[config.mk]
export PLATFORM = sky130hd
export DESIGN_NAME = ghash_pair_stage
export DESIGN_NICKNAME = d
export VERILOG_FILES = /design/src/common/ghash_pkg.sv /design/src/design/ghash_pair_stage.sv
export SDC_FILE = /design/constraint.sdc
export NUM_CORES = 1
export LEC_CHECK = 0
export ABC_AREA = 1
export BUFFER_PORTS_ARGS = -buffer_cell sky130_fd_sc_hd__clkbuf_2
export CORE_ASPECT_RATIO = 0.6
export CORE_UTILIZATION = 50
export DETAILED_ROUTE_END_ITERATION = 16
export PLACE_DENSITY = 0.77
export SLEW_MARGIN = 20
export SYNTH_ARGS = -nofsm -noshare
export SYNTH_HDL_FRONTEND = slang
export SYNTH_SLANG_ARGS = --single-unit
[constraint.sdc]
create_clock -name i_clock -period 8.7 [get_ports i_clock]
set_clock_uncertainty 0.1 [all_clocks]
set_input_delay 0.435 -clock i_clock [delete_from_list [all_inputs] [get_ports i_clock]]
set_output_delay 0.435 -clock i_clock [all_outputs]
set_load 0.005 [all_outputs]
[src/common/ghash_pkg.sv]
package ghash_pkg;

    // Width of one GHASH block.
    localparam int NB_BLOCK = 128;

    // Stored key powers, H and H^2.
    localparam int N_POWERS = 2;

    // GCM reduction constant in reflected order.
    // Bit 127 of a block holds the x^0 coefficient.
    // The 0xE1 byte covers x^0, x^1, x^2 and x^7.
    localparam logic [NB_BLOCK-1:0] GF128_R = {8'hE1, 120'h0};

    // One input block as it enters the engine.
    typedef struct packed {
        logic [NB_BLOCK-1:0] data;
        // Final block of the message.
        logic                last;
    } ghash_block_t;

    // Two blocks folded in a single accumulator step.
    typedef struct packed {
        logic [NB_BLOCK-1:0] first;
        logic [NB_BLOCK-1:0] second;
        // Only the first block is meaningful.
        logic                single;
        // Pair closes the message.
        logic                last;
    } ghash_pair_t;

    // Key power table contents.
    typedef struct packed {
        logic [NB_BLOCK-1:0] h1;
        logic [NB_BLOCK-1:0] h2;
    } ghash_powers_t;

endpackage

[src/design/ghash_pair_stage.sv]
`timescale 1ns/1ns

module ghash_pair_stage
(
    input  logic                    i_clock,
    input  logic                    i_rst_n,
    input  ghash_pkg::ghash_block_t i_blk,
    input  logic                    i_blk_valid,
    output logic                    o_blk_ready,
    output ghash_pkg::ghash_pair_t  o_pair,
    output logic                    o_pair_valid,
    input  logic                    i_pair_ready
);

    // First block waiting for its partner.
    logic [ghash_pkg::NB_BLOCK-1:0] hold_q;
    logic                           hold_valid_q;
    // Output pair register.
    ghash_pkg::ghash_pair_t         pair_q;
    logic                           pair_valid_q;
    ghash_pkg::ghash_pair_t         pair_d;
    // Set on the first edge out of reset.
    logic                           init_done_q;
    logic                           blk_fire;
    logic                           pair_emit;

    // Accept while the pair register is free or draining.
    assign o_blk_ready = init_done_q && (!pair_valid_q || i_pair_ready);
    assign blk_fire    = i_blk_valid && o_blk_ready;

    // A second block completes a pair.
    // A lone last block goes out as a single.
    assign pair_emit = blk_fire && (hold_valid_q || i_blk.last);

    always_comb
    begin
        pair_d.first  = hold_valid_q ? hold_q : i_blk.data;
        pair_d.second = hold_valid_q ? i_blk.data : '0;
        pair_d.single = !hold_valid_q;
        pair_d.last   = i_blk.last;
    end

    always_ff @(posedge i_clock or negedge i_rst_n)
    begin
        if (!i_rst_n)
        begin
            init_done_q  <= 1'b0;
            hold_valid_q <= 1'b0;
            pair_valid_q <= 1'b0;
        end
        else
        begin
            init_done_q <= 1'b1;
            // Hold only an odd block that is not the last.
            if (blk_fire)
                hold_valid_q <= !hold_valid_q && !i_blk.last;
            if (pair_emit)
                pair_valid_q <= 1'b1;
            else if (i_pair_ready)
                pair_valid_q <= 1'b0;
        end
    end

    always_ff @(posedge i_clock)
    begin
        if (blk_fire && !hold_valid_q)
            hold_q <= i_blk.data;
        if (pair_emit)
            pair_q <= pair_d;
    end

    assign o_pair       = pair_q;
    assign o_pair_valid = pair_valid_q;

    // Stalled pair must not change.
    a_pair_stable : assert property (
        @(posedge i_clock) disable iff (!i_rst_n)
        (o_pair_valid && !i_pair_ready) |=> (o_pair_valid && $stable(o_pair))
    );

endmodule

# --- After elaboration in Yosys (flattened, before gate mapping) ---
# Cells that the tools add are included.
word_totals:
  input_bits: 133
  mem_bits_rw: 0
  latchBits: 0
  out_inout_bits: 260
  romBits: 0
  ff_bits: 389
  n_memories: 0
  elab_cells: 22
op_classes:
  n_reduce_logical: 11
  n_eq_ne: 0
  div_mod_pow: 0
  multipliers: 0
  n_mux: 3
  order_cmp: 0
  n_bitwise: 0
  addsub: 0
  shift: 0
op_table:
  columns: ["op", "n"]
  rows:
  - ["128-bit two-way mux", 1]
  - ["1-bit logical AND", 5]
  - ["1-bit zero test", 3]
  - ["1-bit logical OR", 2]
  - ["1-bit two-way mux", 2]
  - ["2-bit nonzero test", 1]

# --- Longest topological paths before layout ---
depth:
  ltp_word: 6
  ltp_mapped: 6
  mapped_depth_nobuf: 5

# --- Worst setup path before layout ---
# OpenSTA, ideal clock, no wires.
synth_path:
  path_kind: "reg2reg"
  from: "register hold_valid_q"
  to: "register hold_q[0] in the netlist's numbering, enable pin"
  required_time_ns: 7.984
  setup_slack_ns: 1.858
  period_less_slack_ns: 6.842
  t_arrival_ns: 6.125
  setup_time_ns: 0.616
  path_stages_with_launch: 5
  n_path_buf: 3
  path_cell_list: "dfrtp_1 buf_4 buf_6 buf_2 nor2_1"
synth_between:
  elab_chain_len: 2
synth_lines:
  columns: ["element", "line", "source"]
  rows:
  - ["start, declared", "ghash_pair_stage.sv:17", "logic hold_valid_q;"]
  - ["start signal, assigned", "ghash_pair_stage.sv:56", "hold_valid_q <= !hold_valid_q && !i_blk.last;"]
  - ["1-bit zero test", "ghash_pair_stage.sv:66", "if (blk_fire && !hold_valid_q)"]
  - ["1-bit logical AND", "ghash_pair_stage.sv:66", null]
  - ["end signal, assigned", "ghash_pair_stage.sv:67", "hold_q <= i_blk.data;"]
  - ["end, declared", "ghash_pair_stage.sv:16", "logic [ghash_pkg::NB_BLOCK-1:0] hold_q;"]
# No other way between the ends.
# A chain may end at the register's enable or synchronous reset.

# --- Final worst setup path ---
layout_path:
  from: "register hold_valid_q"
  to: "register pair_q (netlist bit o_pair[180]), enable pin"
layout_between:
  elab_chain_len: 2
layout_lines:
  columns: ["element", "line", "source"]
  rows:
  - ["1-bit logical OR", "ghash_pair_stage.sv:33", "assign pair_emit = blk_fire && (hold_valid_q || i_blk.last);"]
  - ["1-bit logical AND", "ghash_pair_stage.sv:33", null]
  - ["via pair_emit", "ghash_pair_stage.sv:25", "logic pair_emit;"]
  - ["end signal, assigned", "ghash_pair_stage.sv:69", "pair_q <= pair_d;"]
  - ["end, declared", "ghash_pair_stage.sv:19", "ghash_pkg::ghash_pair_t pair_q;"]
# The timed path passes the listed nets, and every way through them passes these cells.

==> results.yml <==
outcome:
  status: "finished, final reports clean"
job:
  cap_violations: 0
synthesis:
  synth_nets: 1221
  syn_area_um2: 14500
  ys_ff_latch: 389
  synth.distinct_cells: 14
  syn_inst: 1088
  ys_warn_count: 0
  syn_avg_cell_area_um2: 13.3
  seq_area_frac_synth_pct: 80.6
detailed_routing:
  vias: 9022
  remaining_drc_errors: 0
  routed_wl_mm: 31.7
  viasPerCell: 4.82
  firstDrtPassIters: 5
  drt_iter0_markers: 777
  wl_per_cell_um: 16.9
  ant_nets: 0
cells_and_area:
  syn2layout_area_growth_pct: 22.7
  drive_gt1_share_pct: 29.8
  layout.nets: 1615
  fillCellCount: 2110
  final_common_cell: "nand2_1"
  num_antenna_cells: 0
  instances_no_fill: 1873
  final_cell_mix: "nand2_1 (517), clkbuf_2 (392), edfxtp_1 (386)"
sta:
  timing.fmax_mhz: 247
  holdWs_ns: 0.0362
  slew_headroom_pct: 36.4
  rsz0062_at_grt: "no"
  setup_viol: 0
  period_needed_ns: 4.04
  tightestPinTransition_ns: 0.954
  maxSlewViolCount: 0
  finalHoldViolations: 0
  worst_slack_ns: 4.66
  totalNegativeSetupSlack_ns: 0
  period_share_pct: 46.5
critical_path:
  crit_required_ns: 8.73
  reg2reg_depth: 5
  start_kind: "register"
  r2r_start: "hold_valid_q$_DFFE_PN0P_"
  crit_start: "hold_valid_q$_DFFE_PN0P_"
  setup.worst_path.end: "o_pair[180]$_DFFE_PP_"
  crit_arrival_ns: 4.07
  rrSetupSlack_ns: 4.66
  path_class: "register to register"
  crit_fanout: 128
  cp-end-kind: "register"
  r2r_end: "o_pair[180]$_DFFE_PP_"
power:
  leakage_nw: 8.33
  pwr_density_cell_nw_per_um2: 239
  vdd_drop_max_mv: 0.186
placed_design:
  place_congestion: 0.853
  place_inst: 1810
  io_buffers: 392
  dp_slack_ns: 4.60
  dp_hpwl_mm: 20.5
cts:
  ctsLongestPathBuffers: 3
  cts_resized: 0
  htree_levels: 2
  cts_buffers: 36
  cts_tree: "yes"
  cts_hold_buf: 1
  worstSkewPairLatency_ns: 0.50
  cts_root_buf: "clkbuf_16"
  cts_setup_buffers: 0
  path_clk_slew_ns: 0.06
  cts.sinks: 389
global_routing:
  grt_usage_pct: 21.0
  grt_max_degree: 129
  antenna_found_initial: 0
  grt_pass1_vias: 8632
  grt_remaining_overflow: 0
  grt_pass1_wl_mm: 48.0
floorplan:
  pin_count: 393
  dieArea_um2: 29600
  core_area_um2: 28000
  row_count: 47
  initial_core_util_pct: 51.7
  die_w_um: 222
  fp.dieH_um: 134
worst_hold_path:
  hold_class: "primary input to register"
## critical path, stage by stage, from the launching register on
cell,delay (ns)
dfrtp_4,1.04
inv_4,0.45
nand2_1,0.15
nand4_1,0.24
inv_8,0.72
buf_4,0.84
## routing by layer
metal / global-route usage (%) / wire [um] / part of all wire [%] / up-vias
met3: 6.59 / 2810 / 8.9 / 50
met2: 33.8 / 15100 / 48 / 372
met4: 5.94 / 724 / 2.3 / 0
met5: 0 / 0 / 0 / -
met1: 28.0 / 13000 / 41 / 4284
li1: - / - / - / 4316
## cell usage after synthesis
cell type / count / area (um2)
a21boi_0: 1 / 7.51
buf_2: 14 / 70.1
buf_4: 16 / 120
buf_6: 12 / 135
clkbuf_1: 1 / 3.75
conb_1: 1 / 3.75
dfrtp_1: 3 / 75.1
edfxtp_1: 386 / 11600
inv_1: 131 / 492
inv_4: 1 / 6.26
nand2_1: 517 / 1940
nand3_1: 1 / 5.00
nand4_1: 2 / 12.5
nor2_1: 2 / 7.51
## kinds of logic (layout without fill, tap and decap cells)
group	after synthesis	count (layout)	synth area share [%]
AND/OR/NAND/NOR	522	522	13.6
AO/OA/AOI/OAI	1	1	0.0519
buffers and inverters	175	593	5.72
other	1	1	0.0259
flip-flops	389	389	80.6
## area by class of cell
type / instances / area [um2] / area share [%]
flip-flops and latches: 389 / 11700 / 65.7
inverters: 132 / 505 / 2.85
multi-input cells: 524 / 1980 / 11.2
repair buffers: 399 / 2030 / 11.4
well taps: 367 / 459 / 2.59
clock buffers: 48 / 987 / 5.56
clock inverters: 14 / 119 / 0.669
## registers in the layout, summed over array words and instances (netlist names)
signal	flops
o_pair	258
init_done_q	1
o_pair_valid	1
hold_valid_q	1
hold_q	128
## power by group
| group | leakage, nW | total, W | switching (W) | internal, W |
|---|---|---|---|---|
| clock network | 0.539 | 0.00150 | 0.000648 | 0.000856 |
| logic | 4.16 | 0.000452 | 0.000309 | 0.000143 |
| registers | 3.63 | 0.00229 | 0.0000529 | 0.00224 |
| total | 8.33 | 0.00424 | 0.00101 | 0.00324 |
## through the flow
stage | utilization, % | total power [W] | instance area, um2
after floorplan | - | 0.00263 | 14500
after global placement | 59.4 | 0.00276 | 16600
after detailed placement | 59.4 | 0.00278 | 16600
after CTS | 63.4 | 0.00428 | 17800
after global routing | 63.4 | 0.00442 | 17800
final | 63.4 | 0.00424 | 17800
## how the worst min path moves through the flow
stage	start	endpoint	slack, ns	cells after the start
global route	i_blk[64]	hold_q[63]$_DFFE_PP_	0.001	1
finish	i_blk[53]	hold_q[52]$_DFFE_PP_	0.04	1
detailed placement	i_rst_n	o_pair_valid$_DFFE_PN0P_	0.14	1
floorplan	i_rst_n	hold_valid_q$_DFFE_PN0P_	0.04	0
global placement	i_rst_n	o_pair_valid$_DFFE_PN0P_	0.14	1
CTS	i_blk[64]	hold_q[63]$_DFFE_PP_	0.001	1
(Power assumes the default switching activity.)
